--- config.mk ---
export PLATFORM = sky130hd
export DESIGN_NAME = vga_scanout
export DESIGN_NICKNAME = d
export VERILOG_FILES = /design/src/design/xy_scope_pkg.sv /design/src/design/vga_scanout.sv
export SDC_FILE = /design/constraint.sdc
export NUM_CORES = 1
export LEC_CHECK = 0
export BUFFER_PORTS_ARGS = -buffer_cell sky130_fd_sc_hd__buf_4
export CORE_MARGIN = 4
export CORE_UTILIZATION = 31
export CTS_BUF_LIST = sky130_fd_sc_hd__clkbuf_8 sky130_fd_sc_hd__clkbuf_16
export DETAILED_ROUTE_END_ITERATION = 10
export SLEW_MARGIN = 20
export SYNTH_ARGS = -nofsm -noshare
export SYNTH_HDL_FRONTEND = slang
export SYNTH_SLANG_ARGS = --single-unit
--- constraint.sdc ---
create_clock -name clk -period 2.05 [get_ports clk]
set_input_delay 0.615 -clock clk [delete_from_list [all_inputs] [get_ports clk]]
set_output_delay 0.615 -clock clk [all_outputs]
set_load 0.05 [all_outputs]
--- src/design/xy_scope_pkg.sv ---
package xy_scope_pkg;

  // adc and framebuffer geometry
  localparam int adc_bits = 10;
  localparam int fb_width = 64;
  localparam int fb_height = 48;
  localparam int fb_x_bits = 6;
  localparam int fb_y_bits = 6;
  localparam int fb_addr_bits = 12;
  localparam int fb_pixels = fb_width * fb_height;

  // one bit each for r, g, b
  localparam int color_bits = 3;
  localparam logic [color_bits-1:0] bg_color = 3'b001;
  localparam logic [color_bits-1:0] trace_color = 3'b111;

  localparam int settle_cycles = 8;
  localparam int start_cycles = 8;

  // video mode, horizontal in clocks
  localparam int h_visible = 64;
  localparam int h_front = 4;
  localparam int h_sync = 6;
  localparam int h_back = 6;
  localparam int h_total = h_visible + h_front + h_sync + h_back;
  localparam int h_cnt_bits = $clog2(h_total);

  // vertical in lines
  localparam int v_visible = 48;
  localparam int v_front = 2;
  localparam int v_sync = 2;
  localparam int v_back = 2;
  localparam int v_total = v_visible + v_front + v_sync + v_back;
  localparam int v_cnt_bits = $clog2(v_total);

  typedef struct packed {
    logic [adc_bits-1:0] x;
    logic [adc_bits-1:0] y;
  } adc_sample_t;

  typedef struct packed {
    logic [fb_x_bits-1:0] x;
    logic [fb_y_bits-1:0] y;
  } fb_point_t;

  typedef struct packed {
    logic [fb_x_bits-1:0]  x;
    logic [fb_y_bits-1:0]  y;
    logic [color_bits-1:0] color;
  } pixel_wr_t;

  // syncs are active low
  typedef struct packed {
    logic                  hsync;
    logic                  vsync;
    logic                  de;
    logic [color_bits-1:0] color;
  } vga_out_t;

  typedef enum logic [1:0] {
    src_clear,
    src_settle,
    src_plot
  } src_state_t;

endpackage

--- src/design/vga_scanout.sv ---
`timescale 1ns/10ps

module vga_scanout
  import xy_scope_pkg::*;
(
  input  logic                    clk,
  input  logic                    reset,
  input  logic [color_bits-1:0]   rd_data,
  output logic [fb_addr_bits-1:0] rd_addr,
  output vga_out_t                vga
);

  logic [3:0]            start_cnt;
  logic                  running;
  logic [h_cnt_bits-1:0] h_cnt;
  logic [v_cnt_bits-1:0] v_cnt;
  logic                  de_c;
  logic                  hsync_c;
  logic                  vsync_c;
  logic                  de_d;
  logic                  hsync_d;
  logic                  vsync_d;

  // hold off the first frame after reset
  always_ff @(posedge clk) begin
    if (reset) begin
      start_cnt <= '0;
      running   <= 1'b0;
    end else if (!running) begin
      start_cnt <= start_cnt + 1'b1;
      if (start_cnt == 4'(start_cycles - 1)) begin
        running <= 1'b1;
      end
    end
  end

  always_ff @(posedge clk) begin
    if (reset) begin
      h_cnt <= '0;
      v_cnt <= '0;
    end else if (running) begin
      if (h_cnt == h_cnt_bits'(h_total - 1)) begin
        h_cnt <= '0;
        if (v_cnt == v_cnt_bits'(v_total - 1)) begin
          v_cnt <= '0;
        end else begin
          v_cnt <= v_cnt + 1'b1;
        end
      end else begin
        h_cnt <= h_cnt + 1'b1;
      end
    end
  end

  // position decode, idle levels until running
  assign de_c = running && (h_cnt < h_cnt_bits'(h_visible)) &&
                (v_cnt < v_cnt_bits'(v_visible));
  assign hsync_c = !(running && (h_cnt >= h_cnt_bits'(h_visible + h_front)) &&
                     (h_cnt < h_cnt_bits'(h_visible + h_front + h_sync)));
  assign vsync_c = !(running && (v_cnt >= v_cnt_bits'(v_visible + v_front)) &&
                     (v_cnt < v_cnt_bits'(v_visible + v_front + v_sync)));

  // only read inside the visible area
  assign rd_addr = de_c ? {v_cnt[fb_y_bits-1:0], h_cnt[fb_x_bits-1:0]} : '0;

  // delay controls to meet the ram read data
  always_ff @(posedge clk) begin
    if (reset) begin
      de_d    <= 1'b0;
      hsync_d <= 1'b1;
      vsync_d <= 1'b1;
    end else begin
      de_d    <= de_c;
      hsync_d <= hsync_c;
      vsync_d <= vsync_c;
    end
  end

  always_ff @(posedge clk) begin
    if (reset) begin
      vga <= '{hsync: 1'b1, vsync: 1'b1, de: 1'b0, color: '0};
    end else begin
      vga.hsync <= hsync_d;
      vga.vsync <= vsync_d;
      vga.de    <= de_d;
      vga.color <= de_d ? rd_data : '0;
    end
  end

endmodule

==> results.tsv <==
metric	value	unit
status	complete, no violations	
gpl congestion	0.750	
TNS Setup	0	ns
maximum fanout along the worst path	9	
core area	3660	sq um
Layout area overhead	28.9	%
die area	4870	sq um
Max-Cap Viols	0	
Fill cells	382	
cells after synthesis	127	
Post-Synth Adder-Cell Area	0.0423	
n_diodes	0	
vias in the first global route	912	
CP Data Arrival Time	1.38	ns
XOR/XNOR Fraction of Synth Area	0.0815	
Yosys Warn Count	0	
Yosys cell types	30	
Sw Share	0.208	
Max-slew headroom	0.782	
Avg Cell Area, Syn	9.31	sq um
post-DP HPWL	1.75	mm
ys async rst share	0	
Skew-Pair Late Insertion Delay	0.27	ns
compound-cell area share of the yosys netlist	0.0487	
final hold violations	0	
Fmax	0.501	GHz
required time of the critical path	1.43	ns
top-area cell type share of the netlist area	0.457	
Slew @ Worst Pin	0.325	ns
Final ANT Viol Nets	0	
Overflow after GRT	0	
Post-synth EDFFs	0	
# H-tree levels	1	
clock tree buffer depth	2	
overall die height	69.8	um
Die W	69.8	um
P_sw	0.000178	W
Initial Util	0.323	
largest family of logic cells by synthesized area	simple AND/OR/NAND/NOR gates	
Final Max Slew Viols	0	
first-pass GRT wire length	4.06	mm
DR WL/cell	11.7	um
Final Setup Violations	0	
GRT Util Overall	0.102	
post-CTS setup buffers	0	
sequential fraction of the synthesis area	0.457	
Post-Place Cell Area	1440	sq um
P per Cell Area	563	nW/um^2
Clock Tree Root	clkbuf_8	
port bufs	22	
post-synthesis mux area share	0.0265	
Synth Flop Type	dfxtp_1	
layout cells sized above 1	0.325	
Site Rows	22	
P_int	0.000679	W
initial antenna violation count	0	
combinational power share	0.036	
HP Class	reg2reg	
clock slew at reported path FFs	0.09	ns
dominant cell by count in the synthesized netlist	dfxtp_1	
Via density	4.64	
CTS Buf Count	3	
DR pass1 iterations	4	
clock power share	0.339	
Post-synth top cells	dfxtp_1, nor2_1, and2_1, xnor2_1	
period utilisation layout	0.974	
largest net degree at the start of global routing	18	
startpoint types	register	
Setup CP Type	reg2out	
simple-gate share of the synthesized area	0.322	
final core occ	0.416	
Mapped Area	1180	sq um
worst vdd rail ir drop	0.194	mV
Lkg Pwr	0.639	nW
TritonCTS clock tree	done	
post-route minimum period	2.00	ns
synthesized flop and latch total	27	
Top Ports	23	
Nets	164	
number of remaining DRC errors	0	
RSZ-0062 raised after global routing	yes	
vias	937	
Yosys top cell by area	dfxtp_1	
Design Area, Final	1520	sq um
syn_nets	136	
Sink Count	27	
Worst Skew	0.00416	ns
WL final	2.36	mm
Setup crit end kind	output pin	
Flop pwr share	0.625	
largest cells by area after synthesis	dfxtp_1, and2_1, nor2_1	
Initial DRC Count	22	
worst max-delay path, cell delays in order (launching register included):
cell	delay, ns
dfxtp_2	0.35
a211oi_2	0.25
buf_4	0.18
and2_2	0.14
buf_4	0.18
final timing paths:
kind | startpoint | endpoint | slack, ns | cells past startpoint
max | v_cnt[5] | rd_addr[1] | 0.05 | 4
max reg2reg | h_cnt[0] | v_cnt[5] | 0.51 | 5
min | hsync_d | vga[5] | 0.41 | 1
min reg2reg | hsync_d | vga[5] | 0.41 | 1
power by group through the flow:
stage                     clock [W]  combinational, W  sequential [W]
final                      0.000291         0.0000310        0.000536
after global routing       0.000329         0.0000369        0.000538
after floorplan                   0         0.0000193        0.000547
after global placement            0         0.0000305        0.000548
after CTS                  0.000304         0.0000317        0.000536
after detailed placement          0         0.0000314        0.000548
sequential cells by signal, summed over array words and instances (netlist names):
| name | count |
|---|---|
| h_cnt | 7 |
| v_cnt | 6 |
| vga | 6 |
| start_cnt | 4 |
| de_d | 1 |
| hsync_d | 1 |
| running | 1 |
| vsync_d | 1 |
cell type report:
type | instances | area [sq um] | area share
multi-input cells | 94 | 633 | 0.415
flip-flops and latches | 27 | 546 | 0.358
repair buffers | 26 | 229 | 0.150
well taps | 48 | 60.1 | 0.0394
clock buffers | 3 | 41.3 | 0.0271
inverters | 3 | 11.3 | 0.00739
clock inverters | 1 | 3.75 | 0.00246
repair_timing:
action,CTS,global route
endpoints found under the setup margin,12,9
gates resized for setup,2,12
hold buffers,0,0
per-layer routing:
metal / up-vias / share of wire / track usage
met5: - / 0 / 0
met4: 0 / 0.017 / 0.0447
met3: 5 / 0.053 / 0.0275
met2: 24 / 0.47 / 0.166
met1: 432 / 0.46 / 0.124
li1: 476 / - / -
through the flow:
step / setup slack (ns) / total power (W) / hold slack, ns / instances
after floorplan: 0.0993 / 0.000567 / 0.389 / 127
after global placement: 0.248 / 0.000579 / 0.392 / 198
after detailed placement: 0.237 / 0.000580 / 0.393 / 198
after CTS: 0.00949 / 0.000872 / 0.415 / 202
after global routing: 0.000202 / 0.000904 / 0.422 / 202
final: 0.0542 / 0.000858 / 0.413 / 202
cells in the final DEF (no fill, tap or decap), types with 5 or more instances in the layout:
master | netlist | layout
dfxtp_1 | 27 | 23
nor2_1 | 20 | 20
buf_4 | 1 | 18
and2_2 | 0 | 10
xnor2_1 | 7 | 7
buf_6 | 0 | 7
and2_1 | 15 | 5
a21oi_1 | 5 | 5
nor2b_1 | 5 | 5
logic make-up after synthesis:
logic type / count (synthesis)
AO/OA/AOI/OAI: 10
XOR/XNOR: 11
adder cells (fa/ha/maj): 4
buffers and inverters: 6
flip-flops: 27
multiplexers: 3
AND/OR/NAND/NOR: 66
Power figures use the tool's default switching activity.
