--- src/design/xy_scope_pkg.sv ---
package xy_scope_pkg;

  // adc and framebuffer geometry
  localparam int adc_bits = 10;
  localparam int fb_width = 64;
  localparam int fb_height = 48;
  localparam int fb_x_bits = 6;
  localparam int fb_y_bits = 6;
  localparam int fb_addr_bits = 12;
  localparam int fb_pixels = fb_width * fb_height;

  // one bit each for r, g, b
  localparam int color_bits = 3;
  localparam logic [color_bits-1:0] bg_color = 3'b001;
  localparam logic [color_bits-1:0] trace_color = 3'b111;

  localparam int settle_cycles = 8;
  localparam int start_cycles = 8;

  // video mode, horizontal in clocks
  localparam int h_visible = 64;
  localparam int h_front = 4;
  localparam int h_sync = 6;
  localparam int h_back = 6;
  localparam int h_total = h_visible + h_front + h_sync + h_back;
  localparam int h_cnt_bits = $clog2(h_total);

  // vertical in lines
  localparam int v_visible = 48;
  localparam int v_front = 2;
  localparam int v_sync = 2;
  localparam int v_back = 2;
  localparam int v_total = v_visible + v_front + v_sync + v_back;
  localparam int v_cnt_bits = $clog2(v_total);

  typedef struct packed {
    logic [adc_bits-1:0] x;
    logic [adc_bits-1:0] y;
  } adc_sample_t;

  typedef struct packed {
    logic [fb_x_bits-1:0] x;
    logic [fb_y_bits-1:0] y;
  } fb_point_t;

  typedef struct packed {
    logic [fb_x_bits-1:0]  x;
    logic [fb_y_bits-1:0]  y;
    logic [color_bits-1:0] color;
  } pixel_wr_t;

  // syncs are active low
  typedef struct packed {
    logic                  hsync;
    logic                  vsync;
    logic                  de;
    logic [color_bits-1:0] color;
  } vga_out_t;

  typedef enum logic [1:0] {
    src_clear,
    src_settle,
    src_plot
  } src_state_t;

endpackage

--- src/design/pixel_source.sv ---
`timescale 1ns/10ps

module pixel_source
  import xy_scope_pkg::*;
(
  input  logic      clk,
  input  logic      reset,
  input  logic      in_valid,
  input  fb_point_t in_point,
  input  logic      wr_ready,
  input  logic      wr_ack_last,
  output logic      in_ready,
  output logic      wr_valid,
  output pixel_wr_t wr,
  output logic      clear_done
);

  src_state_t              state;
  logic [fb_addr_bits-1:0] clr_cnt;
  logic                    clr_issued;
  logic [fb_addr_bits-1:0] ack_cnt;
  logic [3:0]              settle_cnt;
  logic                    take;

  // output register free or being drained
  assign take = !wr_valid || wr_ready;

  // points are swallowed until plotting starts
  assign in_ready = (state == src_plot) ? take : 1'b1;

  always_ff @(posedge clk) begin
    if (reset) begin
      state      <= src_clear;
      wr_valid   <= 1'b0;
      clr_cnt    <= '0;
      clr_issued <= 1'b0;
      ack_cnt    <= '0;
      settle_cnt <= '0;
      clear_done <= 1'b0;
    end else begin
      case (state)
        src_clear: begin
          if (take) begin
            wr_valid <= !clr_issued;
            if (!clr_issued) begin
              clr_cnt    <= clr_cnt + 1'b1;
              clr_issued <= (clr_cnt == fb_addr_bits'(fb_pixels - 1));
            end
          end
          // wait for the last write to land, not just be issued
          if (wr_ack_last) begin
            ack_cnt <= ack_cnt + 1'b1;
            if (ack_cnt == fb_addr_bits'(fb_pixels - 1)) begin
              state <= src_settle;
            end
          end
        end
        src_settle: begin
          settle_cnt <= settle_cnt + 1'b1;
          if (settle_cnt == 4'(settle_cycles - 1)) begin
            state      <= src_plot;
            clear_done <= 1'b1;
          end
        end
        src_plot: begin
          if (take) begin
            wr_valid <= in_valid;
          end
        end
        default: state <= src_clear;
      endcase
    end
  end

  always_ff @(posedge clk) begin
    if (take) begin
      if (state == src_plot) begin
        wr <= {in_point.x, in_point.y, trace_color};
      end else begin
        // raster order, address is y * 64 + x
        wr <= {clr_cnt[fb_x_bits-1:0], clr_cnt[fb_addr_bits-1 -: fb_y_bits], bg_color};
      end
    end
  end

endmodule

--- config.mk ---
export PLATFORM = sky130hd
export DESIGN_NAME = pixel_source
export DESIGN_NICKNAME = d
export VERILOG_FILES = /design/src/design/xy_scope_pkg.sv /design/src/design/pixel_source.sv
export SDC_FILE = /design/constraint.sdc
export NUM_CORES = 1
export LEC_CHECK = 0
export BUFFER_PORTS_ARGS = -buffer_cell sky130_fd_sc_hd__buf_4
export CAP_MARGIN = 20
export CELL_PAD_IN_SITES_DETAIL_PLACEMENT = 1
export CELL_PAD_IN_SITES_GLOBAL_PLACEMENT = 1
export CORE_ASPECT_RATIO = 0.5
export CORE_UTILIZATION = 45
export DETAILED_ROUTE_END_ITERATION = 12
export GPL_ROUTABILITY_DRIVEN = 0
export GPL_TIMING_DRIVEN = 0
export HOLD_SLACK_MARGIN = 0.1
export PLACE_DENSITY = 0.82
export SYNTH_ARGS = -nofsm -noshare
export SYNTH_HDL_FRONTEND = slang
export SYNTH_SLANG_ARGS = --single-unit
--- constraint.sdc ---
create_clock -name clk -period 2.8 [get_ports clk]
set_clock_uncertainty 0.15 [all_clocks]
set_input_delay 0.56 -clock clk [delete_from_list [all_inputs] [get_ports clk]]
set_output_delay 0.56 -clock clk [all_outputs]
set_load 0.03 [all_outputs]
==> results.md <==
- Outcome: finished clean
- Commonest cells in the netlist: dfxtp_1, nor2_1, nand2_1, edfxtp_1, xnor2_1
- Final period util: 0.8604
- Post-DR vias/cell: 5.266
- ANT nets after route: 0
- Post-placement setup slack: between 0.4 and 0.5 ns
- First-pass GRT wire length: about 7600 um
- Buf+Inv Stages, Crit Path: 2
- Yosys warning count: 0
- Startpoint Class: register
- CP Capture Type: primary output
- CP required: 2.09 ns
- Post-CTS sizing: 0
- Crit path DAT: 1.70 ns
- First-pass iteration count of the detailed router: 4
- Post-Route M1 WL: about 2100 um
- # Max-Cap Violations: 0
- Pin slew with the least headroom to its limit: roughly 0.57 ns
- Final hold slack: 0.3524 ns
- Post-synth top flop: dfxtp_1
- Clock buffer depth: 2
- Metal3 WL: around 170 um
- Die X-Extent: 99.20 um
- Leakage: 1.001 nW
- Hold_buf cts: 0
- Wire length per cell after detailed routing: 14.71 um
- Final setup vio count: 0
- Die height: 50.60 um
- Fill cells: 511
- Initial Utilization: 0.4759
- Largest stage delay, worst path: 0.43 ns
- Final Hold Vio Count: 0
- Sequential area share after synthesis: 0.4944
- Min-Delay Path Class: in2reg
- H-tree depth: 2
- Vias post-DR: 1606
- #FFs+latches synth: 46
- Max-slew violation count: 0
- Reg area: 1051 um2
- ANT cells: 0
- Clock transition at path regs: 0.09 ns
- CP Class: reg2out
- Post-Syn Nets: 228
- Total grt overflow: 0
- Area delta synth->final: 19.95%
- Clock Latency Late Sink: about 0.3 ns
- Total power: 1.341 mW
- Synth Cell Area: 2126 um2
- Multi-input gate area: 979.7 um2
- Yosys cell types: 46
- Met2 routed WL: 2183 um
- CTS tree: done
- Synth top area share: 0.3108
- Vias in the first global route: 1649
- Cell Pwr Density: 525.8 nW/um2
- CTS Buf Count: 5
- IR drop worst, VDD: 0.0002158 V
- Root Buffer: clkbuf_8
- Share of synthesized registers carrying an async set or reset: 0
- Routed wire length: 4487 um
- Worst-path maximum fanout: 10
- Unrepaired setup endpoints after global routing: no
- Share of cells above drive strength 1: 0.2621
- Gr usage total: 0.1996
- Initial antenna violation count: 0
- Largest net degree at the start of global routing: 16
- Min Tclk post-route: between 2 and 2.5 ns
- IO Pins: 35
- Yosys top cell by area: dfxtp_1
- Max Used Layer: met4
- Post-synth EDFFs: 13
- Syn Inst Count: 208
- Synth Area per Inst: 10.22 um2
- Final WS setup: approximately 0.39 ns
- Setup slack, reg-to-reg: 0.80 ns
- Synth top area cells: dfxtp_1, edfxtp_1, nor2_1
- DRT iter0 DRCs: 26
- CTS Sinks: 46
- Nets@finish: 267
- Dpl hpwl: 3207 um
- Crit-path leading delay family: buffers and inverters
- CORE AREA: 4467 um2
- Rel. slew slack: 0.6214
- CP max stage cell: clkbuf_1
- Fmax: 415.1 MHz
- Setup TNS: 0 ns
- Post-route core utilization: 0.5709
- Number of core rows: 17
- Setup bufs post-CTS: 0
- # DRC: 0
- PortBufs: 32
- Count leader, synth: dfxtp_1
- Die area: 5020 um2
- Cell Chain, Critical Path: nor2b_1 -> clkbuf_1 -> nand2_1 -> buf_4
stage by stage:
stage	std cells	instance area (um2)
after global routing	305	2550
after floorplan	208	2126
final	305	2550
after global placement	297	2437
after detailed placement	297	2437
after CTS	305	2550
placed cells by master, fill, tap and decap left out, types with 3 or more instances in the layout:
| cell | netlist | layout |
|---|---|---|
| nand4_1 | 4 | 4 |
| edfxtp_1 | 13 | 13 |
| dfxtp_1 | 33 | 33 |
| nor2_1 | 31 | 31 |
| clkbuf_1 | 6 | 6 |
| xnor2_1 | 13 | 13 |
| nor3_1 | 4 | 4 |
| nor3_2 | 3 | 3 |
| nor4_1 | 5 | 5 |
| nor2b_1 | 3 | 3 |
| nand2_1 | 14 | 14 |
| o21ai_0 | 5 | 5 |
| xor2_1 | 6 | 6 |
| a21o_1 | 3 | 3 |
| clkbuf_8 | 1 | 6 |
| inv_1 | 9 | 9 |
| mux2_2 | 7 | 7 |
| nand3_1 | 6 | 6 |
| a21oi_1 | 9 | 9 |
| ha_1 | 3 | 3 |
| buf_4 | 2 | 34 |
final cells by class:
type	instances	area share
well taps	57	0.02797
repair buffers	32	0.09421
multi-input cells	142	0.3842
flip-flops and latches	46	0.4122
plain buffers	11	0.02404
inverters	9	0.01325
clock inverters	3	0.01717
clock buffers	5	0.02699
path summary, 6_finish.rpt:
check	start	to	cells after the start
worst max register to register	wr_valid$_SDFFE_PP0P_	wr[8]$_DFFE_PN_	3
worst min register to register	clear_done$_SDFFE_PP0P_	clear_done$_SDFFE_PP0P_	2
worst max-delay path	wr_valid$_SDFFE_PP0P_	in_ready	4
worst min-delay path	reset	state[0]$_SDFFE_PP0P_	2
routing by layer:
| layer | global-route usage | up-vias |
|---|---|---|
| met2 | 0.3472 | 33 |
| li1 | - | 792 |
| met5 | 0 | - |
| met4 | 0.05147 | 0 |
| met1 | 0.2502 | 775 |
| met3 | 0.05014 | 6 |
worst register-to-register path: stages, from the launching register on:
cell and delay [ns]:
dfxtp_1 0.36, nor2b_1 0.32, clkbuf_1 0.43, inv_1 0.40
report_power, final:
part	internal, mW	total [mW]	switching (mW)	leakage, nW
clock	0.266	0.505	0.239	0.0547
combinational	0.0511	0.119	0.0676	0.535
sequential	0.704	0.717	0.0135	0.411
state kept, by name, summed over array words and instances (netlist names):
signal	flops
settle_cnt	4
clr_issued	1
wr_valid	1
clr_cnt	12
state	2
clear_done	1
ack_cnt	12
wr	13
cell families after synthesis:
| logic type | after synthesis | share of synthesized area |
|---|---|---|
| adders and majority gates | 3 | 0.01766 |
| muxes | 10 | 0.05356 |
| buffers and inverters | 20 | 0.04473 |
| and+or+nand+nor | 88 | 0.2449 |
| xor gates and xnor gates | 19 | 0.07828 |
| DFF | 46 | 0.4944 |
| other | 1 | 0.001764 |
| AOI/OAI and AO/OA | 21 | 0.06474 |
Power figures use the tool's default switching activity.
