`config.mk`:
```
export PLATFORM = sky130hd
export DESIGN_NAME = fb_wb_master
export DESIGN_NICKNAME = d
export VERILOG_FILES = /design/src/design/xy_scope_pkg.sv /design/src/design/fb_wb_master.sv
export SDC_FILE = /design/constraint.sdc
export NUM_CORES = 1
export LEC_CHECK = 0
export BUFFER_PORTS_ARGS = -buffer_cell sky130_fd_sc_hd__buf_2
export CAP_MARGIN = 10
export CORE_AREA = 4 4 45 47
export DETAILED_ROUTE_END_ITERATION = 12
export DIE_AREA = 0 0 49 51
export GPL_TIMING_DRIVEN = 0
export PLACE_DENSITY = 0.68
export SETUP_SLACK_MARGIN = 0.4
export SKIP_CTS_REPAIR_TIMING = 1
export SLEW_MARGIN = 30
export SYNTH_ARGS = -nofsm -noshare
export SYNTH_HDL_FRONTEND = slang
export SYNTH_SLANG_ARGS = --single-unit
```
`constraint.sdc`:
```
create_clock -name clk -period 1.1 [get_ports clk]
set_clock_uncertainty 0.05 [all_clocks]
set_input_delay 0 -clock clk [delete_from_list [all_inputs] [get_ports clk]]
set_output_delay 0 -clock clk [all_outputs]
set_load 0.02 [all_outputs]
```
`src/design/xy_scope_pkg.sv`:
```
package xy_scope_pkg;

  // adc and framebuffer geometry
  localparam int adc_bits = 10;
  localparam int fb_width = 64;
  localparam int fb_height = 48;
  localparam int fb_x_bits = 6;
  localparam int fb_y_bits = 6;
  localparam int fb_addr_bits = 12;
  localparam int fb_pixels = fb_width * fb_height;

  // one bit each for r, g, b
  localparam int color_bits = 3;
  localparam logic [color_bits-1:0] bg_color = 3'b001;
  localparam logic [color_bits-1:0] trace_color = 3'b111;

  localparam int settle_cycles = 8;
  localparam int start_cycles = 8;

  // video mode, horizontal in clocks
  localparam int h_visible = 64;
  localparam int h_front = 4;
  localparam int h_sync = 6;
  localparam int h_back = 6;
  localparam int h_total = h_visible + h_front + h_sync + h_back;
  localparam int h_cnt_bits = $clog2(h_total);

  // vertical in lines
  localparam int v_visible = 48;
  localparam int v_front = 2;
  localparam int v_sync = 2;
  localparam int v_back = 2;
  localparam int v_total = v_visible + v_front + v_sync + v_back;
  localparam int v_cnt_bits = $clog2(v_total);

  typedef struct packed {
    logic [adc_bits-1:0] x;
    logic [adc_bits-1:0] y;
  } adc_sample_t;

  typedef struct packed {
    logic [fb_x_bits-1:0] x;
    logic [fb_y_bits-1:0] y;
  } fb_point_t;

  typedef struct packed {
    logic [fb_x_bits-1:0]  x;
    logic [fb_y_bits-1:0]  y;
    logic [color_bits-1:0] color;
  } pixel_wr_t;

  // syncs are active low
  typedef struct packed {
    logic                  hsync;
    logic                  vsync;
    logic                  de;
    logic [color_bits-1:0] color;
  } vga_out_t;

  typedef enum logic [1:0] {
    src_clear,
    src_settle,
    src_plot
  } src_state_t;

endpackage

```
`src/design/fb_wb_master.sv`:
```
`timescale 1ns/10ps

module fb_wb_master
  import xy_scope_pkg::*;
(
  input  logic                    clk,
  input  logic                    reset,
  input  logic                    wr_valid,
  input  pixel_wr_t               wr,
  input  logic                    wb_ack,
  output logic                    wr_ready,
  output logic                    wr_ack_last,
  output logic                    wb_cyc,
  output logic                    wb_stb,
  output logic                    wb_we,
  output logic [fb_addr_bits-1:0] wb_adr,
  output logic [color_bits-1:0]   wb_dat
);

  logic start;

  // one write in flight at a time
  assign wr_ready    = !wb_cyc;
  assign start       = wr_valid && wr_ready;
  assign wr_ack_last = wb_cyc && wb_ack;

  always_ff @(posedge clk) begin
    if (reset) begin
      wb_cyc <= 1'b0;
      wb_stb <= 1'b0;
      wb_we  <= 1'b0;
    end else if (start) begin
      wb_cyc <= 1'b1;
      wb_stb <= 1'b1;
      wb_we  <= 1'b1;
    end else if (wr_ack_last) begin
      wb_cyc <= 1'b0;
      wb_stb <= 1'b0;
      wb_we  <= 1'b0;
    end
  end

  // address and data held for the whole cycle
  always_ff @(posedge clk) begin
    if (start) begin
      wb_adr <= {wr.y, wr.x};
      wb_dat <= wr.color;
    end
  end

endmodule

```
==> flow_summary_export.csv, run 1 <==
group,metric,value,unit
logic_synthesis,yosysTopAreaCell,"edfxtp_1",
logic_synthesis,synthCells,23,
cts,cts_sinks,16,
finish,instances_no_fill,99,
detailed_routing,antenna_left,0,
global_route,overflow,0,
worst_setup_path,r2r-start,"wb_we",
hold_path,min_from,"wb_ack",
power_and_ir_drop,internal_power,0.9869,mW
logic_synthesis,synth_edf_count,15,
detailed_routing,drc,0,
global_route,antenna_found_initial,0,
worst_setup_path,r2r_end,"wb_adr[1]",
logic_synthesis,async_reset_ff_share,0,%
logic_synthesis,ys_types,8,
sta,fin_crit_sh,94.42,%
worst_setup_path,worst_path_largest_cell_delay,0.37,ns
run_status,violations,"hold timing",
worst_setup_path,slowest_stage,"dfxtp_4",
cts,clk_latency,0.27,ns
cts,path_clk_slew,0.08,ns
sta,grt_setup_unrepaired,"yes",
finish,final_nets,102,
detailed_routing,vias,429,
logic_synthesis,seq_area_frac_synth,90.38,%
global_route,grt_pass1_wl,1607,um
worst_setup_path,worstPathArrival,0.97,ns
detailed_routing,wl_per_cell,14.48,um
power_and_ir_drop,comb_power_share,19.7,%
worst_setup_path,regToRegSetupSlack,0.06,ns
power_and_ir_drop,p_leak,0.4394,nW
detailed_routing,drt-total-wl,1434,um
place,dp.cells,78,
worst_setup_path,critPathLaunchType,"flop",
sta,setup_viol_count_final,0,
sta,worstMarginPinSlew,0.1686,ns
cts,cts_tree,"done",
detailed_routing,viasPerCell,4.333,
power_and_ir_drop,p_clk_share,23.9,%
global_route,grt_max_degree,16,
floorplan,coreArea,1652,um2
finish,num_antenna_cells,0,
hold_path,hold_end,"wb_we",
run_status,status,"finished, violations left",
sta,slew_headroom,88.76,%
floorplan,rows,15,
place,place_ws,-0.01194,ns
logic_synthesis,synthFlopType,"edfxtp_1",
sta,hold_violations,1,
logic_synthesis,yosys_warnings,0,
power_and_ir_drop,seqPwrFrac,56.4,%
worst_setup_path,worst-path-max-fanout,8,
sta,fin_crit,1.039,ns
hold_path,min_path_type,"in2reg",
cts,numCtsBuffers,3,
hold_path,whs_path_depth,3,
worst_setup_path,r2r_cells,1,
finish,utilization,60.61,%
cts,clockBufferDepth,2,
worst_setup_path,worst-setup-path-type,"reg2reg",
place,gp_congestion,0.6204,
logic_synthesis,synthesis.nets,42,
worst_setup_path,cp-end-kind,"flop",
worst_setup_path,worstPathRequired,1.04,ns
sta,fin_setup_tns,0,ns
floorplan,dieWidth,49,um
logic_synthesis,yosys-top-cells-area,"edfxtp_1 87%, dfxtp_1 3.8%, buf_4 2.9%",
cts,h-tree-depth,1,
worst_setup_path,crit_buf_inv,0,
sta,fmax,962.9,MHz
place,dp_hpwl,824.6,um
worst_setup_path,path_cells,"and2b_4",
global_route,gr-usage-all-layers,8.541,%
logic_synthesis,synth.most_common_cell,"edfxtp_1",
global_route,grt_pass1_vias,377,
sta,worst_slack,0.06143,ns
logic_synthesis,ys_top_cells_by_count,"15 x edfxtp_1, 2 x buf_4",
cts,cts-root-buf,"clkbuf_4",
place,io_buffers,38,
logic_synthesis,syn_avg_cell_area,22.63,um2
power_and_ir_drop,cellPowerDensity,1287,nW/um2
logic_synthesis,netlist.area_leader.share,86.54,%
job,max-cap-violations,0,
power_and_ir_drop,ir_drop,0.7416,mV
logic_synthesis,synth_seq_cells,16,
detailed_routing,firstDrtPassIters,5,
finish,area_delta_synth_final,92.31,%
sta,hold_slack,-0.04048,ns
floorplan,chipHeight,51,um
sta,drv_slew,0,
floorplan,top_level_ports,39,
floorplan,initial_core_util,31.52,%
worst_setup_path,cp_top_family,"flip-flops",
finish,drive_above_1_share,58.54,%
logic_synthesis,syn-cell-area,520.5,um2
power_and_ir_drop,p_sw,0.3013,mW
power_and_ir_drop,switching_share,23.39,%
floorplan,die_area,2499,um2
detailed_routing,first_iter_violations,6,
-- per-stage QoR --
stage,power (mW),area [um2]
final,1.288,1001
after global routing,1.363,1001
after CTS,1.219,763.2
after detailed placement,0.9079,737.0
after global placement,0.9037,737.0
after floorplan,0.8290,525.5
-- power groups by stage --
stage | Combinational, mW | Clock [mW] | Sequential (mW)
2_1_floorplan | 0.0464 | 0 | 0.783
5_1_grt | 0.270 | 0.361 | 0.731
6_report | 0.253 | 0.308 | 0.727
4_1_cts | 0.173 | 0.325 | 0.722
3_5_place_dp | 0.173 | 0 | 0.735
3_3_place_gp | 0.171 | 0 | 0.733
-- sequential cells by signal, summed over array words and instances, names as in the netlist --
signal and count:
wb_dat 3, wb_we 1, wb_adr 12
-- final cells by class --
class / count / area, um2
Sequential cell: 16 / 474.2
Inverter: 1 / 3.754
Tap cell: 17 / 21.27
Buffer: 2 / 15.01
Multi-Input combinational cell: 5 / 41.29
Clock buffer: 4 / 26.28
Timing Repair Buffer: 54 / 419.2
Fill cell: 130 / 650.6
-- cell families after synthesis --
group | synth area share (%)
buf+inv | 3.604
flops | 90.38
simple gates | 6.010
-- cell usage in the layout, fill, tap and decap left out --
cell type      count
and2_4             1
and2b_2            1
and2b_4            1
buf_2             27
buf_4              2
buf_6             11
clkbuf_1           1
clkbuf_4           3
dfxtp_4            1
dlygate4sd3_1     16
edfxtp_1          15
inv_1              1
nor2_1             1
nor3_2             1
-- worst max path at each step --
stage,startpoint,slack [ns],end,cells past startpoint
2_1_floorplan,wb_we,0.02,wb_adr[0],1
3_3_place_gp,wb_we,0.009,wb_adr[2],1
3_5_place_dp,wb_we,-0.01,wb_adr[4],1
4_1_cts,wb_we,-0.02,wb_adr[10],1
5_1_grt,wb_we,0.03,wb_adr[0],1
6_report,wb_we,0.06,wb_adr[1],1
-- per-layer routing --
layer | track usage, % | vias up | share of wire [%]
met1 | 8.582 | 185 | 41
met4 | 4.036 | 0 | 1.0
li1 | - | 201 | -
met5 | 0 | - | 0
met3 | 6.414 | 2 | 16
met2 | 13.04 | 41 | 42
Note: power is estimated with default switching activity, not from simulation.
==> run 2, diff against run 1 <==
--- a/config.mk
+++ b/config.mk
@@ -7,11 +7,12 @@
 export LEC_CHECK = 0
 export BUFFER_PORTS_ARGS = -buffer_cell sky130_fd_sc_hd__buf_2
 export CAP_MARGIN = 10
-export CORE_AREA = 4 4 45 47
+export CORE_AREA = 4 4 44 46
+export CTS_BUF_LIST = sky130_fd_sc_hd__clkbuf_4
 export DETAILED_ROUTE_END_ITERATION = 12
-export DIE_AREA = 0 0 49 51
+export DIE_AREA = 0 0 48 50
 export GPL_TIMING_DRIVEN = 0
-export PLACE_DENSITY = 0.68
+export PLACE_DENSITY = 0.71
 export SETUP_SLACK_MARGIN = 0.4
 export SKIP_CTS_REPAIR_TIMING = 1
 export SLEW_MARGIN = 30
==> run 2 against run 1 <==
Against the previous run:
- the flow still finishes with violations (hold timing)
- register-to-register slack hardly changed
- combinational power is 8.3% higher
- critical endpoint is now wb_adr[0]
- non-clock buffer count is 2 higher
- cell area is 4.5% higher
==> flow_summary_export.csv, run 2 (synthesis results as in run 1) <==
group,metric,value,unit
finish,layout_common_cells,"22 x buf_2, 16 x dlygate4sd3_1, 16 x buf_6",
cts,h-tree-depth,1,
power_and_ir_drop,cellPowerDensity,1245,nW/um2
global_route,gr-usage-all-layers,9.986,%
power_and_ir_drop,p_leak,0.4600,nW
finish,largestRegisters,"wb_adr: 12 flops, wb_dat: 3 flops, wb_we: 1 flops",
cts,cts-root-buf,"clkbuf_4",
cts,cts_sinks,16,
sta,fmax,973.0,MHz
worst_setup_path,crit_buf_inv,0,
worst_setup_path,slowest_stage,"dfxtp_4",
finish,utilization,69.44,%
detailed_routing,drc,0,
floorplan,die_area,2400,um2
detailed_routing,antenna_left,0,
global_route,antenna_found_initial,0,
global_route,grt_pass1_vias,407,
finish,area_delta_synth_final,101.0,%
worst_setup_path,path_cells,"and2b_4",
worst_setup_path,worst_path_largest_cell_delay,0.37,ns
global_route,grt_max_degree,16,
floorplan,coreArea,1506,um2
finish,num_antenna_cells,0,
floorplan,dieWidth,48,um
detailed_routing,drt-total-wl,1328,um
detailed_routing,wl_per_cell,13.28,um
finish,final_nets,104,
job,max-cap-violations,0,
worst_setup_path,worst-path-max-fanout,8,
detailed_routing,firstDrtPassIters,3,
sta,worstMarginPinSlew,0.1679,ns
cts,cts_tree,"done",
detailed_routing,routed.top_layer,"met3",
detailed_routing,routed-wl-met2,575,um
global_route,overflow,0,
sta,grt_setup_unrepaired,"yes",
sta,worst_slack,0.07228,ns
sta,drv_slew,0,
place,gp_congestion,0.6200,
floorplan,rows,14,
floorplan,initial_core_util,34.55,%
sta,setup_viol_count_final,0,
finish,layout_commonest_cell,"buf_2",
finish,largest_reg_flops,12,
power_and_ir_drop,ir_drop,0.7187,mV
run_status,status,"finished, violations left",
cts,clk_latency,0.27,ns
place,place_ws,-0.005050,ns
run_status,violations,"hold timing",
detailed_routing,first_iter_violations,4,
cts,path_clk_slew,0.08,ns
detailed_routing,wirelength_met1,494,um
sta,slew_headroom,88.81,%
detailed_routing,route.met3.wl,258,um
global_route,grt_pass1_wl,1690,um
cts,clockBufferDepth,2,
sta,fin_setup_tns,0,ns
detailed_routing,viasPerCell,4.290,
sta,hold_violations,1,
worst_setup_path,critPathLaunchType,"flop",
hold_path,min_path_type,"in2reg",
worst_setup_path,worstPathArrival,0.96,ns
finish,top_register,"wb_adr",
worst_setup_path,worst-setup-path-type,"reg2reg",
floorplan,chipHeight,50,um
worst_setup_path,cp-end-kind,"flop",
cts,numCtsBuffers,3,
floorplan,top_level_ports,39,
place,io_buffers,38,
sta,fin_crit,1.028,ns
finish,fill_cells,87,
finish,drive_above_1_share,59.52,%
detailed_routing,vias,429,
sta,hold_slack,-0.03683,ns
sta,fin_crit_sh,93.43,%
power_and_ir_drop,p_total,1.302,mW
worst_setup_path,cp_top_family,"flip-flops",
worst_setup_path,worstPathRequired,1.04,ns
## run 2: tightest hold or removal path, stage by stage
cell and delay [ns]:
buf_2 0.11, nor2_1 0.05, nor3_2 0.09
## run 2: final cells by class
class,count,area (um2),share of cell area [%]
sequential,16,474.2,45.34
timing repair buffer,56,465.4,44.50
multi-input combinational,5,41.29,3.947
clock buffer,3,22.52,2.153
tap,16,20.02,1.914
buffer,2,15.01,1.435
clock inverter,1,3.754,0.3589
inverter,1,3.754,0.3589
## run 2: where the power goes
| group | switching [mW] | internal [mW] | leakage, nW |
|---|---|---|---|
| logic | 0.118 | 0.155 | 0.292 |
| clock network | 0.169 | 0.131 | 0.0154 |
| registers | 0.0179 | 0.710 | 0.152 |
| total | 0.305 | 0.996 | 0.460 |
## run 2: metrics by stage
step,area [um2],std cells
finish,1046,100
global route,1046,100
CTS,762.0,81
detailed placement,735.7,77
global placement,735.7,77
floorplan,525.5,23
## run 2: final timing paths
| kind | from | end | slack (ns) | cells after the start |
|---|---|---|---|---|
| hold / removal | wr_valid | wb_we | -0.04 | 3 |
| setup / recovery | wb_we | wb_adr[0] | 0.07 | 1 |
| setup reg to reg | wb_we | wb_adr[0] | 0.07 | 1 |
| hold reg to reg | wb_we | wb_we | 0.52 | 2 |
## run 2: layer usage
layer / up-vias / GRT usage, %
met5: - / 0
met4: 0 / 4.036
met3: 0 / 7.636
met2: 39 / 14.98
met1: 183 / 10.11
li1: 207 / -
