$ cat config.mk
export PLATFORM = sky130hd
export DESIGN_NAME = adc_xy_capture
export DESIGN_NICKNAME = d
export VERILOG_FILES = /design/src/design/xy_scope_pkg.sv /design/src/design/adc_xy_capture.sv
export SDC_FILE = /design/constraint.sdc
export NUM_CORES = 1
export LEC_CHECK = 0
export ABC_AREA = 0
export ABC_CLOCK_PERIOD_IN_PS = 3760
export BUFFER_PORTS_ARGS = -buffer_cell sky130_fd_sc_hd__buf_2
export CAP_MARGIN = 20
export CORE_MARGIN = 2
export CORE_UTILIZATION = 41
export DETAILED_ROUTE_END_ITERATION = 6
export GPL_ROUTABILITY_DRIVEN = 1
export PLACE_DENSITY = 0.76
export SLEW_MARGIN = 20
export SYNTH_ARGS = -nofsm -noshare
export SYNTH_HDL_FRONTEND = slang
export SYNTH_SLANG_ARGS = --single-unit
$ cat constraint.sdc
create_clock -name clk -period 3.76 [get_ports clk]
set_clock_uncertainty 0.05 [all_clocks]
set_input_delay 0.752 -clock clk [delete_from_list [all_inputs] [get_ports clk]]
set_output_delay 0.752 -clock clk [all_outputs]
set_load 0.01 [all_outputs]
$ cat src/design/xy_scope_pkg.sv
package xy_scope_pkg;

  // adc and framebuffer geometry
  localparam int adc_bits = 10;
  localparam int fb_width = 64;
  localparam int fb_height = 48;
  localparam int fb_x_bits = 6;
  localparam int fb_y_bits = 6;
  localparam int fb_addr_bits = 12;
  localparam int fb_pixels = fb_width * fb_height;

  // one bit each for r, g, b
  localparam int color_bits = 3;
  localparam logic [color_bits-1:0] bg_color = 3'b001;
  localparam logic [color_bits-1:0] trace_color = 3'b111;

  localparam int settle_cycles = 8;
  localparam int start_cycles = 8;

  // video mode, horizontal in clocks
  localparam int h_visible = 64;
  localparam int h_front = 4;
  localparam int h_sync = 6;
  localparam int h_back = 6;
  localparam int h_total = h_visible + h_front + h_sync + h_back;
  localparam int h_cnt_bits = $clog2(h_total);

  // vertical in lines
  localparam int v_visible = 48;
  localparam int v_front = 2;
  localparam int v_sync = 2;
  localparam int v_back = 2;
  localparam int v_total = v_visible + v_front + v_sync + v_back;
  localparam int v_cnt_bits = $clog2(v_total);

  typedef struct packed {
    logic [adc_bits-1:0] x;
    logic [adc_bits-1:0] y;
  } adc_sample_t;

  typedef struct packed {
    logic [fb_x_bits-1:0] x;
    logic [fb_y_bits-1:0] y;
  } fb_point_t;

  typedef struct packed {
    logic [fb_x_bits-1:0]  x;
    logic [fb_y_bits-1:0]  y;
    logic [color_bits-1:0] color;
  } pixel_wr_t;

  // syncs are active low
  typedef struct packed {
    logic                  hsync;
    logic                  vsync;
    logic                  de;
    logic [color_bits-1:0] color;
  } vga_out_t;

  typedef enum logic [1:0] {
    src_clear,
    src_settle,
    src_plot
  } src_state_t;

endpackage

$ cat src/design/adc_xy_capture.sv
`timescale 1ns/10ps

module adc_xy_capture
  import xy_scope_pkg::*;
(
  input  logic                clk,
  input  logic                reset,
  input  logic                strobe,
  input  logic [adc_bits-1:0] adc_x_bus,
  input  logic [adc_bits-1:0] adc_y_bus,
  input  logic                ready,
  output logic                valid,
  output adc_sample_t         sample,
  output logic                overrun
);

  logic load;

  // single entry, only loads when empty
  assign load = strobe && !valid;

  always_ff @(posedge clk) begin
    if (reset) begin
      valid   <= 1'b0;
      overrun <= 1'b0;
    end else begin
      if (load) begin
        valid <= 1'b1;
      end else if (ready) begin
        valid <= 1'b0;
      end
      // sticky, strobe found the entry occupied
      if (strobe && valid) begin
        overrun <= 1'b1;
      end
    end
  end

  always_ff @(posedge clk) begin
    if (load) begin
      sample.x <= adc_x_bus;
      sample.y <= adc_y_bus;
    end
  end

endmodule

==> metrics.csv, run 1 <==
stage,metric,value,unit
routing,post-route met1 wirelength,517,um
logic_synthesis,Mapped Avg Cell Area,24.98,um^2
floorplan,Core ar.,1524,um^2
clock_tree,CTS tree,yes,
floorplan,Die X-Extent,44.56,um
routing,DR WL met3,74,um
floorplan,I/O pins,46,
timing,Setup Total Neg Slack,0,ns
grt,initial antenna violation count,0,
logic_synthesis,sequential share of the synthesized area,94.99,%
timing,highest clock rate,574.5,MHz
clock_tree,# H-tree levels,1,
timing,Worst Tran Pin Value,0.9753,ns
worst_hold_path,min-delay worst type,flop to flop,
final_layout,multi-input logic area,33.78,um^2
clock_tree,post-CTS setup buffer count,0,
routing,top sig layer,met3,
final_layout,Layout Cells excl Fill,92,
final_layout,share of cells above drive strength 1,65.79,%
final_layout,register area,640.6,um^2
logic_synthesis,Synth Net Count,51,
setup_path,critical path type,input pin to flop,
routing,TritonRoute pass-1 iters,3,
setup_path,Worst Path Buf+Inv,1,
logic_synthesis,#FFs+latches synth,22,
floorplan,DIE AREA,1985,um^2
clock_tree,Clock Sinks,22,
floorplan,initial cell density of the core,44.25,%
routing,length of routed met2 wiring,681,um
final_layout,Util after Layout,62.07,%
timing,minimum clock period,1.741,ns
setup_path,Worst Path Required,3.64,ns
routing,DRC,0,
routing,post-route ant nets,0,
grt,GRT Total Usage,14.45,%
setup_path,Slowest cell on crit path,nor2b_2,
setup_path,Crit path max-delay family,simple AND/OR/NAND/NOR gates,
grt,global-route wire length before repair,1.952,mm
timing,Max transition margin,34.69,%
setup_path,worst path cell trace,buf_2 > nor2b_2,
setup_path,CP max FO,21,
final_layout,Nets,101,
final_layout,area growth from synthesis to final layout,40.26,%
floorplan,die height,44.56,um
setup_path,Setup crit end kind,flop,
placed_design,IO buf count,45,
clock_tree,clock root buffer master,clkbuf_4,
placed_design,Inst Count DP,88,
timing,Tcrit/Tclk final,46.30,%
power,PwrDens,459.4,nW/um^2
timing,RSZ-0062 raised after global routing,false,
power,leak pwr,0.4148,nW
power,"Power, Total",0.0004345,W
routing,Routed Wire Length,1.272,mm
placed_design,hpwl dp,1.004,mm
grt,vias in the first global route,442,
clock_tree,Clock Tree Buf Depth,2,
grt,GR Overflow Total,0,
timing,"Slew Viols, Final",0,
floorplan,row count,14,
logic_synthesis,area of the mapped netlist,674.4,um^2
clock_tree,post-CTS sizing,0,
routing,drt via density,4.435,
final_layout,FILL cells,118,
routing,Vias,408,
setup_path,crit path launch type,input pin,
run,Max-Cap Viols,0,
final_layout,diode count,0,
setup_path,Critical Path AT,1.62,ns
logic_synthesis,Yosys cell types,7,
clock_tree,clock latency on the worst-skew pair,0.29,ns
clock_tree,CTS Buf Count,3,
routing,WL per Instance,13.83,um
timing,final hold violations,0,
power,Peak supply drop,0.0002739,V
clock_tree,hold buffers post-CTS,0,
placed_design,gp weighted congestion,0.6015,
logic_synthesis,yosys synthesis warning count,0,
grt,largest net degree at the start of global routing,22,
routing,Detailed Route Iter0 Violations,13,
logic_synthesis,Syn Inst Count,27,
clock_tree,clk slew on worst S/H paths,0.11,ns
setup_path,critical path's largest stage delay,0.78,ns
status,run status,completed,
timing,Setup-failing EPs final,0,
==> cells in the mapped netlist <==
library cell | n | share of area, %
a21oi_1 | 1 | 0.74
dfxtp_1 | 2 | 5.9
edfxtp_1 | 20 | 89
nor2_1 | 1 | 0.56
nor2b_1 | 1 | 0.93
nor2b_2 | 1 | 1.3
o21ba_2 | 1 | 1.5
==> area by class of cell <==
type | instances | area share [%]
Sequential cell | 22 | 67.72
Timing Repair Buffer | 45 | 23.81
Multi-Input combinational cell | 5 | 3.571
Clock buffer | 4 | 2.778
Tap cell | 16 | 2.116
==> layout by cell type (no fill, tap or decap) <==
master | synthesis | final
buf_2 | 0 | 45
nor2b_1 | 1 | 1
dfxtp_1 | 2 | 2
nor2b_2 | 1 | 1
clkbuf_4 | 0 | 3
edfxtp_1 | 20 | 20
clkbuf_1 | 0 | 1
nor2_1 | 1 | 1
o21ba_2 | 1 | 1
a21oi_1 | 1 | 1
==> metrics by stage <==
step                      hold slack [ns]  worst slack [ns]  area [um^2]
after floorplan                    0.4522             1.972        674.4
after global placement             0.4232             1.738        919.6
after detailed placement           0.3997             1.683        919.6
after CTS                          0.4281             2.010        945.9
after global routing               0.4785             1.941        945.9
final                              0.4219             2.019        945.9
==> sequential cells by signal, summed over array words and instances, names as in the netlist <==
register / cells
sample: 20
overrun: 1
valid: 1
==> report_power, final <==
group,switching (W),internal [W]
clock network,0.0000642,0.0000412
registers,0.00000401,0.000284
logic,0.0000216,0.0000192
total,0.0000898,0.000345
==> kinds of logic after synthesis <==
family	share of synthesized area (%)
and+or+nand+nor	2.783
DFF	94.99
AOI/OAI and AO/OA	2.226
==> path summary, 6_finish.rpt <==
| kind | startpoint | to | slack [ns] | cells past startpoint |
|---|---|---|---|---|
| worst min-delay path | overrun | overrun | 0.42 | 2 |
| worst min register to register | overrun | overrun | 0.42 | 2 |
| worst max register to register | valid | sample[9] | 2.22 | 1 |
| worst max-delay path | strobe | sample[9] | 2.02 | 2 |
==> layer usage <==
layer / global-route usage [%] / up-vias
li1: - / 202
met1: 17.83 / 190
met2: 24.06 / 16
met3: 4.082 / 0
met4: 5.455 / 0
met5: 0 / -
(Power assumes the default switching activity.)
==> inputs of run 2 (changes only) <==
Settings changed: ABC_CLOCK_PERIOD_IN_PS 3760 to 1700, CORE_UTILIZATION 41 to 38, PLACE_DENSITY 0.76 to 0.71.
Clock period 3.76 ns to 1.7 ns, I/O delays scaled along.
==> run 2 against run 1 <==
  * Non-clock buffer count rose by 2
  * Count of clock-buffer cells in the layout fell by 1
  * Clock power rose by 110%
  * Global-route usage fell by 4.7 points
  * Die area rose by 7.2%
  * Sequential share of layout area fell by 1.1 points
  * First-iteration DRC count fell by 100%
  * Highest routed layer unchanged
  * Combinational power rose by 130%
  * Via count rose by 0.98%
  * Largest cell class unchanged
  * Final cell count rose by 3.3%
==> metrics.csv, run 2 (same netlist as run 1, synthesis figures left out) <==
stage,metric,value,unit,change
setup_path,critical path's largest stage delay,0.39,ns,-0.39 ns
floorplan,row count,15,,+1
final_layout,Largest regs,"sample: 20 flops, overrun: 1 flops, valid: 1 flops",,
floorplan,die height,46.13,um,+3.5%
placed_design,IO buf count,45,,unchanged
setup_path,crit path launch type,flop,,
power,leak pwr,0.4251,nW,+2.5%
setup_path,Worst Path Buf+Inv,1,,unchanged
floorplan,I/O pins,46,,unchanged
final_layout,Largest Register,sample,,
grt,GR Overflow Total,0,,unchanged
routing,TritonRoute pass-1 iters,1,,-2
grt,initial antenna violation count,0,,unchanged
clock_tree,CTS tree,yes,,
routing,post-route ant nets,0,,unchanged
clock_tree,hold buffers post-CTS,0,,unchanged
setup_path,Crit path max-delay family,flip-flops,,
timing,final hold violations,0,,unchanged
status,run status,completed,,
power,PwrDens,985.1,nW/um^2,+110%
setup_path,Setup crit end kind,output pin,,
routing,WL per Instance,11.17,um,-19%
final_layout,register area,640.6,um^2,unchanged
final_layout,FILL cells,145,,+23%
setup_path,CP max FO,1,,-95%
clock_tree,clk slew on worst S/H paths,0.11,ns,about the same
routing,Vias,412,,+0.98%
clock_tree,CTS Buf Count,3,,unchanged
routing,Routed Wire Length,1.061,mm,-17%
worst_hold_path,min-delay worst type,input pin to flop,,
setup_path,critical path type,flop to output pin,,
final_layout,diode count,0,,unchanged
clock_tree,clock root buffer master,clkbuf_4,,
floorplan,DIE AREA,2128,um^2,+7.2%
power,Peak supply drop,0.0005483,V,+100%
clock_tree,post-CTS sizing,0,,unchanged
final_layout,multi-input logic area,33.78,um^2,unchanged
grt,GRT Total Usage,9.768,%,-4.7 points
timing,Setup-failing EPs final,0,,unchanged
timing,Tcrit/Tclk final,71.42,%,
timing,minimum clock period,1.214,ns,
timing,highest clock rate,823.6,MHz,
clock_tree,# H-tree levels,1,,unchanged
timing,Setup Total Neg Slack,0,ns,unchanged
final_layout,Nets,103,,+2.0%
run,Max-Cap Viols,0,,unchanged
grt,global-route wire length before repair,1.400,mm,-28%
timing,RSZ-0062 raised after global routing,false,,
final_layout,"commonest non-fill, non-tap cell in the layout",buf_2,,
clock_tree,post-CTS setup buffer count,0,,unchanged
floorplan,initial cell density of the core,39.93,%,-4.3 points
placed_design,gp weighted congestion,0.7197,,+20%
timing,"Slew Viols, Final",0,,unchanged
grt,vias in the first global route,350,,-21%
timing,Max transition margin,91.02,%,+56 points
final_layout,area growth from synthesis to final layout,42.67,%,
routing,DRC,0,,unchanged
placed_design,hpwl dp,885.8,um,-12%
clock_tree,Clock Sinks,22,,unchanged
setup_path,Slowest cell on crit path,edfxtp_1,,
timing,Worst Tran Pin Value,0.1347,ns,-0.8406 ns
timing,final hold slack,0.1542,ns,-0.2677 ns
routing,Detailed Route Iter0 Violations,0,,-13
floorplan,Die X-Extent,46.13,um,+3.5%
clock_tree,clock latency on the worst-skew pair,0.28,ns,about the same
setup_path,worst path cell trace,buf_2,,
floorplan,Core ar.,1689,um^2,+11%
final_layout,"commonest non-fill, non-tap cells in the layout","45 x buf_2, 20 x edfxtp_1, 3 x clkbuf_4",,
routing,drt via density,4.337,,-2.2%
final_layout,max reg flops,20,,unchanged
final_layout,share of cells above drive strength 1,66.67,%,+0.88 points
final_layout,Util after Layout,56.96,%,-5.1 points
setup_path,Worst Path Required,1.31,ns,-2.33 ns
grt,largest net degree at the start of global routing,13,,-41%
setup_path,Critical Path AT,0.82,ns,-0.80 ns
clock_tree,Clock Tree Buf Depth,2,,unchanged
-- run 2: final timing paths --
| kind | from | endpoint | slack [ns] | depth (start not counted) |
|---|---|---|---|---|
| max | sample[8] | sample[8] | 0.49 | 1 |
| min | reset | overrun | 0.15 | 2 |
| max reg2reg | valid | sample[13] | 0.70 | 2 |
| min reg2reg | overrun | overrun | 0.42 | 2 |
-- run 2: per-layer routing --
metal  up-vias  GRT usage, %  routed length [um]
li1        205             -                   -
met1       182         11.23                 379
met2        25         16.67                 574
met3         0         2.353                 106
met4         0         5.143                   0
met5         -             0                   0
-- run 2: layout make-up --
class	count	area share (%)
Clock buffer	3	2.341
Clock inverter	1	0.3901
Multi-Input combinational cell	5	3.511
Sequential cell	22	66.58
Tap cell	17	2.211
Timing Repair Buffer	47	24.97
-- run 2: per-stage QoR --
| stage | total power, W | setup slack [ns] | cells | instance area, um^2 |
|---|---|---|---|---|
| 2_1_floorplan | 0.0006838 | 0.3206 | 27 | 674.4 |
| 4_1_cts | 0.0009635 | 0.4615 | 95 | 962.2 |
| 3_3_place_gp | 0.0007434 | 0.5714 | 91 | 935.9 |
| 6_report | 0.0009479 | 0.4858 | 95 | 962.2 |
| 5_1_grt | 0.001004 | 0.4041 | 95 | 962.2 |
| 3_5_place_dp | 0.0007456 | 0.5629 | 91 | 935.9 |
-- run 2: report_power, final --
part           switching, W  internal (W)   total, W
Clock              0.000133     0.0000851   0.000218
Sequential       0.00000861      0.000628   0.000637
Combinational     0.0000468     0.0000468  0.0000936
==> inputs of run 3 (changes only) <==
Settings changed: ABC_CLOCK_PERIOD_IN_PS 1700 to 1200.
Clock period 1.7 ns to 1.2 ns, I/O delays scaled along.
==> run 3 against run 2 <==
  * Combinational power rose by 52%
  * Total power up 68%
  * Hold slack lost 0.11 ns
  * Critical endpoint is now sample[3]
  * Sequential cell count stayed put
  * First-iteration DRC count is 2 higher
  * Clock power grew 150%
  * Register-to-register slack got worse by 0.50 ns
  * Final cell count stayed put
  * Non-clock buffer count is the same
  * Critical path depth unchanged
==> metrics.csv, run 3 (same netlist as run 1, synthesis figures left out) <==
stage,metric,value,unit,change
setup_path,CP max FO,1,,unchanged
clock_tree,clock root buffer master,clkbuf_4,,
setup_path,Worst Path Buf+Inv,1,,unchanged
final_layout,FILL cells,142,,-2.1%
routing,Routed Wire Length,1.079,mm,+1.7%
setup_path,critical path's largest stage delay,0.40,ns,about the same
floorplan,Die X-Extent,46.13,um,unchanged
placed_design,gp weighted congestion,0.6097,,-15%
setup_path,critical path type,flop to output pin,,
grt,met3 Use GR,2.745,%,+0.39 points
clock_tree,# H-tree levels,1,,unchanged
floorplan,initial cell density of the core,39.93,%,unchanged
power,clock group share of total power,34.1,%,+11 points
grt,largest net degree at the start of global routing,15,,+2
setup_path,Slowest cell on crit path,edfxtp_1,,
clock_tree,post-CTS setup buffer count,0,,unchanged
setup_path,Critical Path AT,0.85,ns,+0.03 ns
routing,post-route ant nets,0,,unchanged
grt,global-route wire length before repair,1.449,mm,+3.5%
floorplan,DIE AREA,2128,um^2,unchanged
setup_path,Worst Path Required,0.91,ns,-0.40 ns
final_layout,Nets,103,,unchanged
timing,"Worst Setup Slack, final",0.05904,ns,-0.4268 ns
floorplan,die height,46.13,um,unchanged
timing,Setup Total Neg Slack,0,ns,unchanged
routing,drt via density,4.358,,+0.49%
power,Peak supply drop,0.0009664,V,+76%
timing,Worst Tran Pin Value,0.1177,ns,-0.01697 ns
final_layout,area growth from synthesis to final layout,49.35,%,
clock_tree,CTS tree,yes,,
power,Comb pwr share,9.0,%,-0.9 points
timing,highest clock rate,876.5,MHz,
worst_hold_path,min-delay worst type,input pin to flop,,
grt,GR peak layer,met2,,
routing,DRC,0,,unchanged
routing,Detailed Route Iter0 Violations,2,,+2
timing,RSZ-0062 raised after global routing,false,,
clock_tree,post-CTS sizing,0,,unchanged
clock_tree,Clock Sinks,22,,unchanged
grt,vias in the first global route,379,,+8.3%
floorplan,row count,15,,unchanged
grt,met2 GRT Util,17.22,%,+0.56 points
clock_tree,clock latency on the worst-skew pair,0.30,ns,+0.02 ns
grt,initial antenna violation count,0,,unchanged
setup_path,Crit path max-delay family,flip-flops,,
final_layout,max reg flops,20,,unchanged
routing,WL per Instance,11.36,um,+1.7%
timing,final hold violations,0,,unchanged
clock_tree,hold buffers post-CTS,0,,unchanged
final_layout,Largest Register,sample,,
power,P_sw,0.0002858,W,+52%
routing,TritonRoute pass-1 iters,3,,+2
clock_tree,Clock Tree Buf Depth,2,,unchanged
timing,Max transition margin,92.15,%,+1.1 points
clock_tree,clk slew on worst S/H paths,0.12,ns,about the same
final_layout,"commonest non-fill, non-tap cells in the layout","45 x buf_2, 20 x edfxtp_1, 3 x clkbuf_4",,
timing,Tcrit/Tclk final,95.08,%,
power,switching share of total power,18.00,%,-1.8 points
grt,GR Overflow Total,0,,unchanged
timing,Setup-failing EPs final,0,,unchanged
timing,minimum clock period,1.141,ns,
routing,Vias,414,,+0.49%
floorplan,I/O pins,46,,unchanged
setup_path,Setup crit end kind,output pin,,
final_layout,"commonest non-fill, non-tap cell in the layout",buf_2,,
setup_path,crit path launch type,flop,,
power,sequential share of power,56.9,%,-10 points
grt,met1 GRT Util,10.91,%,-0.32 points
power,leak pwr,0.4464,nW,+5.0%
status,run status,completed,,
power,Power Internal,0.001302,W,+71%
timing,final hold slack,0.04125,ns,-0.1130 ns
power,PwrDens,1576,nW/um^2,+60%
setup_path,"setup slack, reg-to-reg",0.20,ns,-0.50 ns
floorplan,Core ar.,1689,um^2,unchanged
grt,GRT Total Usage,9.917,%,+0.15 points
placed_design,IO buf count,45,,unchanged
run,Max-Cap Viols,0,,unchanged
timing,"Slew Viols, Final",0,,unchanged
final_layout,Largest regs,"sample: 20 flops, overrun: 1 flops, valid: 1 flops",,
clock_tree,CTS Buf Count,3,,unchanged
final_layout,diode count,0,,unchanged
setup_path,worst path cell trace,buf_2,,
final_layout,share of cells above drive strength 1,69.23,%,+2.6 points
placed_design,pre-CTS setup slack,0.1836,ns,-0.3793 ns
run 3: cell types whose count changed in the layout (fill, tap and decap cells not counted), sizes merged:
cell,change
bufinv,+1
clkinv,-1
run 3: final timing paths:
kind,cells after the start,from,end
max,1,sample[3],sample[3]
min,2,reset,overrun
max reg2reg,2,valid,sample[16]
min reg2reg,2,overrun,overrun
run 3: power by group through the flow:
stage | Combinational, W | Clock, W | Sequential (W)
6_report | 0.000142 | 0.000542 | 0.000903
5_1_grt | 0.000157 | 0.000583 | 0.000907
4_1_cts | 0.000144 | 0.000559 | 0.000904
3_5_place_dp | 0.000144 | 0 | 0.000921
3_3_place_gp | 0.000143 | 0 | 0.000920
2_1_floorplan | 0.0000235 | 0 | 0.000947
run 3: through the flow:
step / total power, W / cell area, um^2 / util [%] / instances
finish: 0.001588 / 1007 / 59.63 / 95
global route: 0.001647 / 1007 / 59.63 / 95
CTS: 0.001608 / 1006 / 59.56 / 95
detailed placement: 0.001066 / 953.4 / 56.44 / 91
global placement: 0.001063 / 953.4 / 56.44 / 91
floorplan: 0.0009708 / 679.4 / - / 27
run 3: layout make-up:
| class | count | area, um^2 | share of cell area [%] |
|---|---|---|---|
| clock inverters | 1 | 30.03 | 2.981 |
| clock buffers | 3 | 22.52 | 2.236 |
| well taps | 17 | 21.27 | 2.112 |
| multi-input cells | 5 | 38.79 | 3.851 |
| flip-flops and latches | 22 | 641.9 | 63.73 |
| repair buffers | 47 | 252.7 | 25.09 |
run 3: routing by layer:
metal	up-vias	wire length (um)
li1	204	-
met1	180	438
met2	30	534
met3	0	106
met4	0	0
met5	-	0
